[src/hw/lc4_isa_pkg.sv]
// LC4 instruction set definitions shared by the decoder, execute and memory stages
// the instruction word union gives one view per encoding format
package lc4_isa_pkg;

   localparam int NUM_REGS = 8;

   typedef logic [15:0] word_t;
   typedef logic [2:0]  reg_sel_t;

   // major opcode in insn[15:12], only the kept subset is named
   typedef enum logic [3:0] {
      OP_BR    = 4'b0000,
      OP_ADD   = 4'b0001,
      OP_AND   = 4'b0101,
      OP_LDR   = 4'b0110,
      OP_STR   = 4'b0111,
      OP_CONST = 4'b1001
   } opcode_e;

   // condition flags, also the branch mask order
   typedef struct packed {
      logic n;
      logic z;
      logic p;
   } nzp_t;

   // ADD/AND register form, subop 000 is the plain op
   typedef struct packed {
      opcode_e  opcode;
      reg_sel_t rd;
      reg_sel_t rs;
      logic [2:0] subop;
      reg_sel_t rt;
   } rr_fmt_t;

   // ADD/AND immediate form, form bit overlays subop[2]
   typedef struct packed {
      opcode_e  opcode;
      reg_sel_t rd;
      reg_sel_t rs;
      logic     imm_form;
      logic [4:0] imm5;
   } ri_fmt_t;

   // LDR/STR, rd holds rt for a store
   typedef struct packed {
      opcode_e  opcode;
      reg_sel_t rd;
      reg_sel_t rs;
      logic [5:0] imm6;
   } mem_fmt_t;

   typedef struct packed {
      opcode_e  opcode;
      nzp_t     nzp;
      logic [8:0] imm9;
   } br_fmt_t;

   typedef struct packed {
      opcode_e  opcode;
      reg_sel_t rd;
      logic [8:0] imm9;
   } const_fmt_t;

   typedef union packed {
      rr_fmt_t    rr;
      ri_fmt_t    ri;
      mem_fmt_t   mem;
      br_fmt_t    br;
      const_fmt_t cnst;
   } insn_u;

   // flags of a result taken as a signed value
   function automatic nzp_t nzp_of(word_t value);
      nzp_t flags;
      flags.n = value[15];
      flags.z = (value == '0);
      flags.p = !value[15] && (value != '0);
      return flags;
   endfunction

endpackage

[src/hw/lc4_pipe_pkg.sv]
// pipeline register and control layouts passed between the LC4 stages
// bubbles are entries whose ctrl is all zero
package lc4_pipe_pkg;
   import lc4_isa_pkg::*;

   // what execute computes for the kept operations
   typedef enum logic [1:0] {
      ALU_ADD,
      ALU_AND,
      ALU_CONST,
      ALU_BRANCH
   } alu_op_e;

   typedef struct packed {
      logic    valid;
      logic    rs_re;
      logic    rt_re;
      logic    rf_we;
      logic    nzp_we;
      logic    is_load;
      logic    is_store;
      logic    is_branch;
      // operand b from the instruction instead of rt
      logic    use_imm;
      alu_op_e alu_op;
   } ctrl_t;

   // F/D register
   typedef struct packed {
      word_t pc;
      insn_u insn;
      logic  valid;
   } fd_t;

   // D/X register
   typedef struct packed {
      word_t    pc;
      insn_u    insn;
      ctrl_t    ctrl;
      reg_sel_t rs_sel;
      reg_sel_t rt_sel;
      reg_sel_t wsel;
      word_t    rs_data;
      word_t    rt_data;
   } dx_t;

   // X/M register
   typedef struct packed {
      word_t    pc;
      word_t    insn;
      ctrl_t    ctrl;
      reg_sel_t wsel;
      reg_sel_t rt_sel;
      word_t    result;
      word_t    store_data;
   } xm_t;

   // register write, also the source of WX and WM bypass
   typedef struct packed {
      logic     rf_we;
      reg_sel_t wsel;
      word_t    data;
   } wb_t;

   typedef struct packed {
      logic     valid;
      word_t    pc;
      word_t    insn;
      logic     rf_we;
      reg_sel_t wsel;
      word_t    wdata;
   } retire_t;

endpackage

[src/hw/lc4_decoder.sv]
// combinational decode of one LC4 instruction into register selects and control
// opcodes outside the kept subset come out as a no-op with valid low
`timescale 1ns/100ps
module lc4_decoder
   import lc4_isa_pkg::*;
   import lc4_pipe_pkg::*;
(
   input  insn_u    i_insn,
   output ctrl_t    o_ctrl,
   output reg_sel_t o_rs_sel,
   output reg_sel_t o_rt_sel,
   output reg_sel_t o_wsel
);

   always_comb begin
      o_ctrl   = '0;
      // field positions of rd/rs/rt line up across formats
      o_rs_sel = i_insn.rr.rs;
      o_rt_sel = i_insn.rr.rt;
      o_wsel   = i_insn.rr.rd;
      case (i_insn.rr.opcode)
         OP_ADD, OP_AND: begin
            // register form only for subop 000 since the others are dropped ops
            if (i_insn.ri.imm_form || i_insn.rr.subop == 3'b000) begin
               o_ctrl.valid   = 1'b1;
               o_ctrl.rs_re   = 1'b1;
               o_ctrl.rt_re   = !i_insn.ri.imm_form;
               o_ctrl.rf_we   = 1'b1;
               o_ctrl.nzp_we  = 1'b1;
               o_ctrl.use_imm = i_insn.ri.imm_form;
               o_ctrl.alu_op  = (i_insn.rr.opcode == OP_AND) ? ALU_AND : ALU_ADD;
            end
         end
         OP_CONST: begin
            o_ctrl.valid  = 1'b1;
            o_ctrl.rf_we  = 1'b1;
            o_ctrl.nzp_we = 1'b1;
            o_ctrl.alu_op = ALU_CONST;
         end
         OP_LDR: begin
            o_ctrl.valid   = 1'b1;
            o_ctrl.rs_re   = 1'b1;
            o_ctrl.rf_we   = 1'b1;
            o_ctrl.nzp_we  = 1'b1;
            o_ctrl.is_load = 1'b1;
            o_ctrl.use_imm = 1'b1;
         end
         OP_STR: begin
            o_ctrl.valid    = 1'b1;
            o_ctrl.rs_re    = 1'b1;
            o_ctrl.rt_re    = 1'b1;
            o_ctrl.is_store = 1'b1;
            o_ctrl.use_imm  = 1'b1;
            // store data register sits in the rd slot
            o_rt_sel        = i_insn.mem.rd;
         end
         OP_BR: begin
            // mask 000 is the NOP that retires but never redirects
            o_ctrl.valid     = 1'b1;
            o_ctrl.is_branch = 1'b1;
            o_ctrl.alu_op    = ALU_BRANCH;
         end
         default: ;
      endcase
   end

endmodule

[src/hw/lc4_regfile.sv]
// eight-entry LC4 register file, two read ports and one write port
// a write is visible to a read in the same cycle
`timescale 1ns/100ps
module lc4_regfile
   import lc4_isa_pkg::*;
   import lc4_pipe_pkg::*;
(
   input  logic     gwe,
   input  logic     i_reset,
   input  reg_sel_t i_rs_sel,
   input  reg_sel_t i_rt_sel,
   output word_t    o_rs_data,
   output word_t    o_rt_data,
   input  wb_t      i_wb
);

   word_t regs [NUM_REGS];

   always_ff @(posedge gwe) begin
      if (i_reset) begin
         for (int i = 0; i < NUM_REGS; i++) begin
            regs[i] <= '0;
         end
      end else if (i_wb.rf_we) begin
         regs[i_wb.wsel] <= i_wb.data;
      end
   end

   // write-through so decode never sees the stale copy
   assign o_rs_data = (i_wb.rf_we && i_wb.wsel == i_rs_sel) ? i_wb.data : regs[i_rs_sel];
   assign o_rt_data = (i_wb.rf_we && i_wb.wsel == i_rt_sel) ? i_wb.data : regs[i_rt_sel];

endmodule

[src/hw/lc4_fetch.sv]
// fetch stage of the LC4 pipeline, owns the PC and the F/D register
// redirect wins over stall, the slot being fetched is dropped
`timescale 1ns/100ps
module lc4_fetch
   import lc4_isa_pkg::*;
   import lc4_pipe_pkg::*;
#(
   parameter word_t RESET_PC
) (
   input  logic  gwe,
   input  logic  i_reset,
   input  logic  i_stall,
   input  logic  i_redirect,
   input  word_t i_target,
   output word_t o_imem_addr,
   input  word_t i_imem_data,
   output fd_t   o_fd
);

   word_t pc_q;

   // instruction memory answers in the same cycle
   assign o_imem_addr = pc_q;

   always_ff @(posedge gwe) begin
      if (i_reset) begin
         pc_q       <= RESET_PC;
         o_fd.valid <= 1'b0;
      end else if (i_redirect) begin
         // fall-through fetch becomes a bubble
         pc_q       <= i_target;
         o_fd.valid <= 1'b0;
      end else if (!i_stall) begin
         pc_q       <= pc_q + 16'd1;
         o_fd.pc    <= pc_q;
         o_fd.insn  <= i_imem_data;
         o_fd.valid <= 1'b1;
      end
      // on stall PC and F/D just hold
   end

endmodule

[src/hw/lc4_decode_stage.sv]
// decode stage with the decoder, register file read, load-use stall and the D/X register
// a stall or a redirect loads a bubble into D/X
`timescale 1ns/100ps
module lc4_decode_stage
   import lc4_isa_pkg::*;
   import lc4_pipe_pkg::*;
(
   input  logic gwe,
   input  logic i_reset,
   input  fd_t  i_fd,
   input  logic i_redirect,
   input  wb_t  i_wb,
   output logic o_stall,
   output dx_t  o_dx
);

   ctrl_t    dec_ctrl;
   reg_sel_t rs_sel;
   reg_sel_t rt_sel;
   reg_sel_t wsel;
   word_t    rs_data;
   word_t    rt_data;
   logic     dec_valid;
   logic     rs_hazard;
   logic     rt_hazard;

   lc4_decoder lc4_decoder_i (
      .i_insn   (i_fd.insn),
      .o_ctrl   (dec_ctrl),
      .o_rs_sel (rs_sel),
      .o_rt_sel (rt_sel),
      .o_wsel   (wsel)
   );

   lc4_regfile lc4_regfile_i (
      .gwe       (gwe),
      .i_reset   (i_reset),
      .i_rs_sel  (rs_sel),
      .i_rt_sel  (rt_sel),
      .o_rs_data (rs_data),
      .o_rt_data (rt_data),
      .i_wb      (i_wb)
   );

   assign dec_valid = i_fd.valid && dec_ctrl.valid;

   // D/X holds the instruction now in execute
   assign rs_hazard = dec_ctrl.rs_re && rs_sel == o_dx.wsel;
   // store data is patched in memory so rt of a store never stalls
   assign rt_hazard = dec_ctrl.rt_re && !dec_ctrl.is_store && rt_sel == o_dx.wsel;
   assign o_stall   = dec_valid && o_dx.ctrl.valid && o_dx.ctrl.is_load &&
                      (rs_hazard || rt_hazard);

   always_ff @(posedge gwe) begin
      if (i_reset) begin
         o_dx.ctrl <= '0;
      end else begin
         o_dx.pc      <= i_fd.pc;
         o_dx.insn    <= i_fd.insn;
         o_dx.rs_sel  <= rs_sel;
         o_dx.rt_sel  <= rt_sel;
         o_dx.wsel    <= wsel;
         o_dx.rs_data <= rs_data;
         o_dx.rt_data <= rt_data;
         // a bubble clears every control bit and not only valid
         if (o_stall || i_redirect || !dec_valid) begin
            o_dx.ctrl <= '0;
         end else begin
            o_dx.ctrl <= dec_ctrl;
         end
      end
   end

   // the stalled instruction waits in F/D for one more decode
   a_stall_hold : assert property (@(posedge gwe) disable iff (i_reset)
      o_stall |=> $stable(i_fd));

endmodule

[src/hw/lc4_execute.sv]
// execute stage with MX/WX operand bypass, the ALU for the kept ops, branch resolution
// and the X/M register while redirect comes combinationally from the D/X entry
`timescale 1ns/100ps
module lc4_execute
   import lc4_isa_pkg::*;
   import lc4_pipe_pkg::*;
(
   input  logic  gwe,
   input  logic  i_reset,
   input  dx_t   i_dx,
   input  wb_t   i_wb,
   input  nzp_t  i_cond,
   output logic  o_redirect,
   output word_t o_target,
   output xm_t   o_xm
);

   word_t rs_val;
   word_t rt_val;
   word_t imm_val;
   word_t op_b;
   word_t alu_res;

   // newest producer wins and a load in M has no value yet
   function automatic word_t bypass(reg_sel_t sel, word_t rf_val, xm_t xm, wb_t wb);
      if (xm.ctrl.rf_we && !xm.ctrl.is_load && xm.wsel == sel) begin
         return xm.result;
      end
      if (wb.rf_we && wb.wsel == sel) begin
         return wb.data;
      end
      return rf_val;
   endfunction

   always_comb begin
      rs_val = bypass(i_dx.rs_sel, i_dx.rs_data, o_xm, i_wb);
      rt_val = bypass(i_dx.rt_sel, i_dx.rt_data, o_xm, i_wb);
   end

   // imm6 for address offsets and imm5 for arithmetic
   assign imm_val = (i_dx.ctrl.is_load || i_dx.ctrl.is_store) ?
                    {{10{i_dx.insn.mem.imm6[5]}}, i_dx.insn.mem.imm6} :
                    {{11{i_dx.insn.ri.imm5[4]}}, i_dx.insn.ri.imm5};
   assign op_b = i_dx.ctrl.use_imm ? imm_val : rt_val;

   always_comb begin
      case (i_dx.ctrl.alu_op)
         ALU_ADD:    alu_res = rs_val + op_b;
         ALU_AND:    alu_res = rs_val & op_b;
         ALU_CONST:  alu_res = {{7{i_dx.insn.cnst.imm9[8]}}, i_dx.insn.cnst.imm9};
         // target is pc + 1 + offset
         ALU_BRANCH: alu_res = i_dx.pc + 16'd1 + {{7{i_dx.insn.br.imm9[8]}}, i_dx.insn.br.imm9};
         default:    alu_res = '0;
      endcase
   end

   // taken when the mask shares a flag with the current condition
   assign o_redirect = i_dx.ctrl.valid && i_dx.ctrl.is_branch &&
                       ((i_dx.insn.br.nzp & i_cond) != '0);
   assign o_target   = alu_res;

   always_ff @(posedge gwe) begin
      if (i_reset) begin
         o_xm.ctrl <= '0;
      end else begin
         o_xm.ctrl       <= i_dx.ctrl;
         o_xm.pc         <= i_dx.pc;
         o_xm.insn       <= i_dx.insn;
         o_xm.wsel       <= i_dx.wsel;
         o_xm.rt_sel     <= i_dx.rt_sel;
         o_xm.result     <= alu_res;
         o_xm.store_data <= rt_val;
      end
   end

   // a taken branch is followed by two bubbles from decode and fetch
   a_redirect_flush : assert property (@(posedge gwe) disable iff (i_reset)
      o_redirect |=> !i_dx.ctrl.valid ##1 !i_dx.ctrl.valid);

endmodule

[src/hw/lc4_memory_stage.sv]
// memory stage with data memory access, WM store bypass, NZP register and the M/W register
// M/W feeds the regfile write, the WX/WM bypasses and the retire port
`timescale 1ns/100ps
module lc4_memory_stage
   import lc4_isa_pkg::*;
   import lc4_pipe_pkg::*;
(
   input  logic    gwe,
   input  logic    i_reset,
   input  xm_t     i_xm,
   output word_t   o_dmem_addr,
   output logic    o_dmem_we,
   output word_t   o_dmem_wdata,
   input  word_t   i_dmem_data,
   output nzp_t    o_cond,
   output wb_t     o_wb,
   output retire_t o_retire
);

   nzp_t  nzp_q;
   nzp_t  m_nzp;
   word_t m_result;
   logic  wm_hit;

   assign o_dmem_addr = (i_xm.ctrl.is_load || i_xm.ctrl.is_store) ? i_xm.result : '0;
   assign o_dmem_we   = i_xm.ctrl.valid && i_xm.ctrl.is_store;

   // a load just ahead of the store into its rt has its value only in M/W
   assign wm_hit       = i_xm.ctrl.is_store && o_wb.rf_we && o_wb.wsel == i_xm.rt_sel;
   assign o_dmem_wdata = wm_hit ? o_wb.data : i_xm.store_data;

   // read data is combinational
   assign m_result = i_xm.ctrl.is_load ? i_dmem_data : i_xm.result;
   assign m_nzp    = nzp_of(m_result);

   // branch in X sees the flags of the instruction right ahead of it
   assign o_cond = i_xm.ctrl.nzp_we ? m_nzp : nzp_q;

   always_ff @(posedge gwe) begin
      if (i_reset) begin
         nzp_q <= '0;
      end else if (i_xm.ctrl.valid && i_xm.ctrl.nzp_we) begin
         nzp_q <= m_nzp;
      end
   end

   always_ff @(posedge gwe) begin
      if (i_reset) begin
         o_retire.valid <= 1'b0;
         o_retire.rf_we <= 1'b0;
      end else begin
         o_retire.valid <= i_xm.ctrl.valid;
         o_retire.rf_we <= i_xm.ctrl.rf_we;
         o_retire.pc    <= i_xm.pc;
         o_retire.insn  <= i_xm.insn;
         o_retire.wsel  <= i_xm.wsel;
         o_retire.wdata <= m_result;
      end
   end

   // writeback is the retiring record itself
   assign o_wb.rf_we = o_retire.rf_we;
   assign o_wb.wsel  = o_retire.wsel;
   assign o_wb.data  = o_retire.wdata;

   // a store writes neither a register nor the flags
   a_store_no_write : assert property (@(posedge gwe) disable iff (i_reset)
      o_dmem_we |-> !i_xm.ctrl.rf_we && !i_xm.ctrl.nzp_we);

endmodule

[src/hw/lc4_pipeline.sv]
// top level of the five-stage LC4 pipeline
// instruction and data memories are outside and read combinationally
`timescale 1ns/100ps
module lc4_pipeline
   import lc4_isa_pkg::*;
   import lc4_pipe_pkg::*;
#(
   parameter word_t RESET_PC = 16'h8200
) (
   input  logic    gwe,
   input  logic    i_reset,
   output word_t   o_imem_addr,
   input  word_t   i_imem_data,
   output word_t   o_dmem_addr,
   output logic    o_dmem_we,
   output word_t   o_dmem_wdata,
   input  word_t   i_dmem_data,
   output retire_t o_retire
);

   fd_t   fd;
   dx_t   dx;
   xm_t   xm;
   wb_t   wb;
   nzp_t  cond;
   logic  stall;
   logic  redirect;
   word_t target;

   lc4_fetch #(
      .RESET_PC (RESET_PC)
   ) lc4_fetch_i (
      .gwe         (gwe),
      .i_reset     (i_reset),
      .i_stall     (stall),
      .i_redirect  (redirect),
      .i_target    (target),
      .o_imem_addr (o_imem_addr),
      .i_imem_data (i_imem_data),
      .o_fd        (fd)
   );

   lc4_decode_stage lc4_decode_stage_i (
      .gwe        (gwe),
      .i_reset    (i_reset),
      .i_fd       (fd),
      .i_redirect (redirect),
      .i_wb       (wb),
      .o_stall    (stall),
      .o_dx       (dx)
   );

   lc4_execute lc4_execute_i (
      .gwe        (gwe),
      .i_reset    (i_reset),
      .i_dx       (dx),
      .i_wb       (wb),
      .i_cond     (cond),
      .o_redirect (redirect),
      .o_target   (target),
      .o_xm       (xm)
   );

   lc4_memory_stage lc4_memory_stage_i (
      .gwe          (gwe),
      .i_reset      (i_reset),
      .i_xm         (xm),
      .o_dmem_addr  (o_dmem_addr),
      .o_dmem_we    (o_dmem_we),
      .o_dmem_wdata (o_dmem_wdata),
      .i_dmem_data  (i_dmem_data),
      .o_cond       (cond),
      .o_wb         (wb),
      .o_retire     (o_retire)
   );

endmodule

[config.mk]
export PLATFORM = sky130hd
export DESIGN_NAME = lc4_pipeline
export DESIGN_NICKNAME = d
export VERILOG_FILES = /design/src/hw/lc4_isa_pkg.sv /design/src/hw/lc4_pipe_pkg.sv /design/src/hw/lc4_decoder.sv /design/src/hw/lc4_regfile.sv /design/src/hw/lc4_fetch.sv /design/src/hw/lc4_decode_stage.sv /design/src/hw/lc4_execute.sv /design/src/hw/lc4_memory_stage.sv /design/src/hw/lc4_pipeline.sv
export SDC_FILE = /design/constraint.sdc
export NUM_CORES = 1
export LEC_CHECK = 0
export ABC_AREA = 1
export BUFFER_PORTS_ARGS = -buffer_cell sky130_fd_sc_hd__buf_2
export CORE_MARGIN = 2
export CORE_UTILIZATION = 25
export CTS_CLUSTER_DIAMETER = 40
export CTS_CLUSTER_SIZE = 25
export DETAILED_ROUTE_END_ITERATION = 10
export PLACE_DENSITY = 0.5
export SLEW_MARGIN = 20
export SYNTH_ARGS = -nofsm -noshare
export SYNTH_HDL_FRONTEND = slang
export SYNTH_SLANG_ARGS = --single-unit
[constraint.sdc]
create_clock -name gwe -period 25.3 [get_ports gwe]
set_clock_uncertainty 0.2 [all_clocks]
set_input_delay 2.53 -clock gwe [delete_from_list [all_inputs] [get_ports gwe]]
set_output_delay 2.53 -clock gwe [all_outputs]
set_load 0.03 [all_outputs]
Word level (Yosys, flattened, before mapping):

Memory sizes are Yosys's and may differ from the RTL's. A register that Yosys moved wholly into a read port is not among the register bits.
Index checks and enable logic that the tools add are counted.
Widths: inputs -> output; s select.

* bits in latches: 0
* output and inout port bits: 102
* memory bits (writable): 128
* input bits: 34
* memory bits (read-only): 0
* flip-flop bits (word level): 230
* logic and storage cells: 153
* memories kept: 1

Memories
* lc4_decode_stage_i.lc4_regfile_i.regs: words 8, bits a word 16, read ports 2, clocked after Yosys merged registers in 2, write ports 8, line lc4_regfile.sv:17 `word_t regs [NUM_REGS];`

* eq/ne operators: 16
* reductions and logical operators: 46
* mux-type cells: 44
* add/sub/neg operators: 4
* bitwise operators: 5
* div/mod/pow operators: 0
* $mul: 0
* $lt $le $gt $ge: 0
* shifts and indexed selects: 0

Operators with widths (number)
* $mux 16: 16
* $pmux 16 s4: 1
* $add 16x1->16 const B: 2
* $add 16x16->16: 2
* $eq 3x3->1: 7
* $logic_and 1x1->1: 19
* $and 16x16->16: 1
* $logic_not 16->1: 1
* $mux 1: 16
* $reduce_bool 16->1: 1
* $reduce_or 16->1: 1
* $eq 4x3->1 const B: 3
* $mux 3: 4
* $reduce_or 2->1: 5
* $pmux 1 s2: 4
* $logic_not 1->1: 7
* $logic_or 1x1->1: 6
* $pmux 2 s3: 1
* $mux 5: 1
* $eq 2x2->1 const B: 2
* $eq 4x1->1 const B: 1
* $eq 4x4->1 const B: 1
* $logic_not 4->1: 1
* $pmux 2 s2: 1
* 9 further kinds: 11

Depth between registers and ports, before layout:

* depth after elaboration: 11
* depth in mapped cells: 27

By module:

A second synthesis with hierarchy kept.

* cells, all modules: 2578
* area, all modules: 21310.4 µm²

Modules (own cells, without submodules)
* lc4_regfile: cells an instance 1057, times used 1, sequential area each 3843.7 µm², area an instance 7768.7 µm²
* lc4_execute: cells an instance 870, times used 1, sequential area each 2322.2 µm², area an instance 6057.1 µm²
* lc4_decode_stage: cells an instance 148, times used 1, sequential area each 2412.3 µm², area an instance 2666.3 µm²
* lc4_memory_stage: cells an instance 252, times used 1, sequential area each 1631.6 µm², area an instance 2516.2 µm²
* lc4_fetch: cells an instance 202, times used 1, sequential area each 1301.2 µm², area an instance 2067.0 µm²
* lc4_decoder: cells an instance 49, times used 1, sequential area each 0.0 µm², area an instance 235.2 µm²

Worst setup path before layout:

No wires, ideal clock.

* path type: input-to-reg
* start: input port i_reset
* end: memory lc4_decode_stage_i.lc4_regfile_i.regs[0][0] (netlist bit) (enable)
* path slack: 14.491 ns
* arrival: 9.914 ns
* library setup time: 0.696 ns
* stages: 4
* path through: clkbuf_1 inv_2 buf_1 nand2_1

RTL lines
* from (decl): line lc4_pipeline.sv:11 `input logic i_reset,`
* to (decl): line lc4_regfile.sv:17

==> results.ini <==
[critical_path]
end_kind=output pin
critPathSlowestCell=edfxtp_1
worstPathMaxFanout=20
path_depth=6
startpoint_type=flop
reg2regPathDepth=22
required_ns=22.57
cp_top_family=buffers and inverters
cp_num_buf_inv=2
worstPathArrival_ns=2.77
critPathKind=flop to output pin
path_cells=xor2_1 -> nor3_1 -> nand3_1 -> buf_4 -> o21ai_0 -> buf_2
max_stage_delay_ns=0.56

[placement]
place.gp.congestion=0.867
hpwl_um=42400
port_buffers=135
place_inst=3022

[synth]
synth_top_area_share_pct=54.7
syn_nets=2072
ys.flop_type=edfxtp_1
avgSynthCellArea_um2=9.37
yosysTopAreaCell=edfxtp_1
synth_edf_count=342
yosysSeqAreaShare_pct=58.3
async_reset_ff_share_pct=0
synth_area_mm2=0.0188
ys_seq_elements=376
synth_area_leaders=edfxtp_1 55%, o21ai_0 7.4%, nand2_1 6.4%
ys_types=46
syn_inst=2004
yosysWarnings=0

[route]
route.detailed.vias_per_inst=4.85
drtPass1Iterations=8
drc_errors=0
wl_met2_um=26500
drtIter0Drc=1658
antenna_left=0
drt-total-wl_um=61600
wire_per_inst_um=19.6
top_layer=met4
drt-met1-wl_um=28300
wl_met3_um=5270
num_vias=15252

[timing]
hold_slack_ns=0.209
slew_headroom_pct=24.0
final-hold-violation-count=0
setup_violations=0
maxSlewViolCount=0
fin_crit_sh_pct=21.7
min_period_ns=5.50
rsz0062_at_grt=false
fin_tns_setup_ns=0
fmax_mhz=182
tightestPinTransition_ns=1.14

[pwr]
power_density_mw_per_mm2=82.8
comb_power_share_pct=11.6
internal_power_mw=1.34
switchingPower_uw=537
swShare_pct=28.6
clkPwrFrac_pct=48.8
vdd_drop_max_uv=40.0
p_leak_nw=9.14
power_frac_seq_pct=39.6

[clock_tree]
cts_sinks=376
cts_tree=done
path_clk_slew_ns=0.05
cts_buffers=67
cts-root-buf=clkbuf_16
postCtsSetupBuffers=0
clockBufferDepth=3
clk_latency_ns=0.62
htree_num_levels=3
postCtsResizedCells=0
ctsHoldBuffers=0

[final_layout]
ff_latch_area_mm2=0.0110
nets=2190
final_cell_mix=342 x edfxtp_1, 321 x nand2_1, 279 x o21ai_0, 227 x nor2_1, 200 x a21oi_1
layout-drive-gt1-share_pct=13.9
fin_cells=3142
final_common_cell=edfxtp_1
multi_input_area_mm2=0.00660
syn2layout_area_growth_pct=20.9
fillers=7643
antennaDiodeCount=0

[grt]
grt_start_max_net_pins=134
grt_use_total_pct=15.7
overflow=0
antenna_found_initial=1
grt_pass1_vias=14931
grt_first_pass_wirelength_um=92100

[hold_path]
hold_class=flop to flop
whs_path_depth=2

[die]
die-area_mm2=0.0773
core.rowCount=100
die_w_um=278
start_util_pct=25.2
dieHeight_um=278
core_mm2=0.0744
pin_count=136

[status]
status=complete, no violations

[run]
maxCapViolCount=0

-- cell families after synthesis --
family / synth area share, %
simple gates: 14.7
compound gates: 16.5
flops: 58.3
buf+inv: 6.58
xor+xnor: 1.59
fa+ha+maj: 2.35
-- path summary, 6_finish.rpt --
kind,endpoint,slack [ns],start
max,o_dmem_wdata[14],19.80,lc4_memory_stage_i.o_retire[31]
min reg2reg,lc4_execute_i.o_xm[44],0.21,lc4_decode_stage_i.o_dx[47]
max reg2reg,lc4_fetch_i.o_imem_addr[14],20.24,lc4_decode_stage_i.o_dx[60]
min,lc4_execute_i.o_xm[44],0.21,lc4_decode_stage_i.o_dx[47]
-- layout make-up --
cell class | instances | share of cell area, %
flip-flops and latches | 376 | 48.2
multi-input cells | 1312 | 29.0
clock buffers | 72 | 7.46
well taps | 969 | 5.34
repair buffers | 158 | 3.74
inverters | 207 | 3.45
clock inverters | 48 | 2.75
-- cell usage after synthesis, types with 9 or more instances --
library cell and n:
inv_1 198, ha_1 32, o21a_1 34, xnor2_1 9, a21oi_1 200, xor2_1 25, nand4_1 9, dfxtp_1 34
nor2_1 228, nand3_1 61, o22ai_1 21, nor3_1 10, nand2_2 9, o21ai_0 279, nand2_1 321, edfxtp_1 342
clkbuf_1 84, nand3b_1 13, buf_2 10
-- per-layer routing --
metal  global-route usage (%)  up-vias
li1                         -     7170
met1                     22.4     7298
met2                     23.3      675
met3                     3.64      109
met4                     5.13        0
met5                        0        -
-- flip-flops by register name, indices dropped and copies added, names as in the netlist --
register                               count
lc4_fetch_i.o_fd                          33
lc4_execute_i.o_xm                        71
lc4_decode_stage_i.o_dx                   75
lc4_memory_stage_i.o_retire               50
lc4_memory_stage_i.nzp_q                   3
lc4_fetch_i.o_imem_addr                   16
lc4_decode_stage_i.lc4_regfile_i.regs    128
-- metrics by stage --
stage | power [mW] | utilization, % | area [µm²] | setup WS [ns]
2_1_floorplan | 0.889 | - | 18800 | 14.49
3_3_place_gp | 0.972 | 27.4 | 20400 | 19.67
6_report | 1.88 | 30.5 | 22700 | 19.80
3_5_place_dp | 0.972 | 27.4 | 20400 | 19.70
4_1_cts | 1.90 | 30.5 | 22700 | 19.78
5_1_grt | 1.95 | 30.5 | 22700 | 19.58
-- worst min-delay path, stage by stage (launching register included) --
cell and delay, ns:
dfxtp_1 0.29, inv_1 0.04, nor2_1 0.03
-- power groups by stage --
stage / registers [mW] / logic (mW) / clock network, mW
after floorplan: 0.760 / 0.129 / 0
after global placement: 0.757 / 0.214 / 0
after detailed placement: 0.758 / 0.215 / 0
after CTS: 0.746 / 0.216 / 0.933
after global routing: 0.748 / 0.238 / 0.965
final: 0.745 / 0.218 / 0.917
Power figures use the tool's default switching activity.
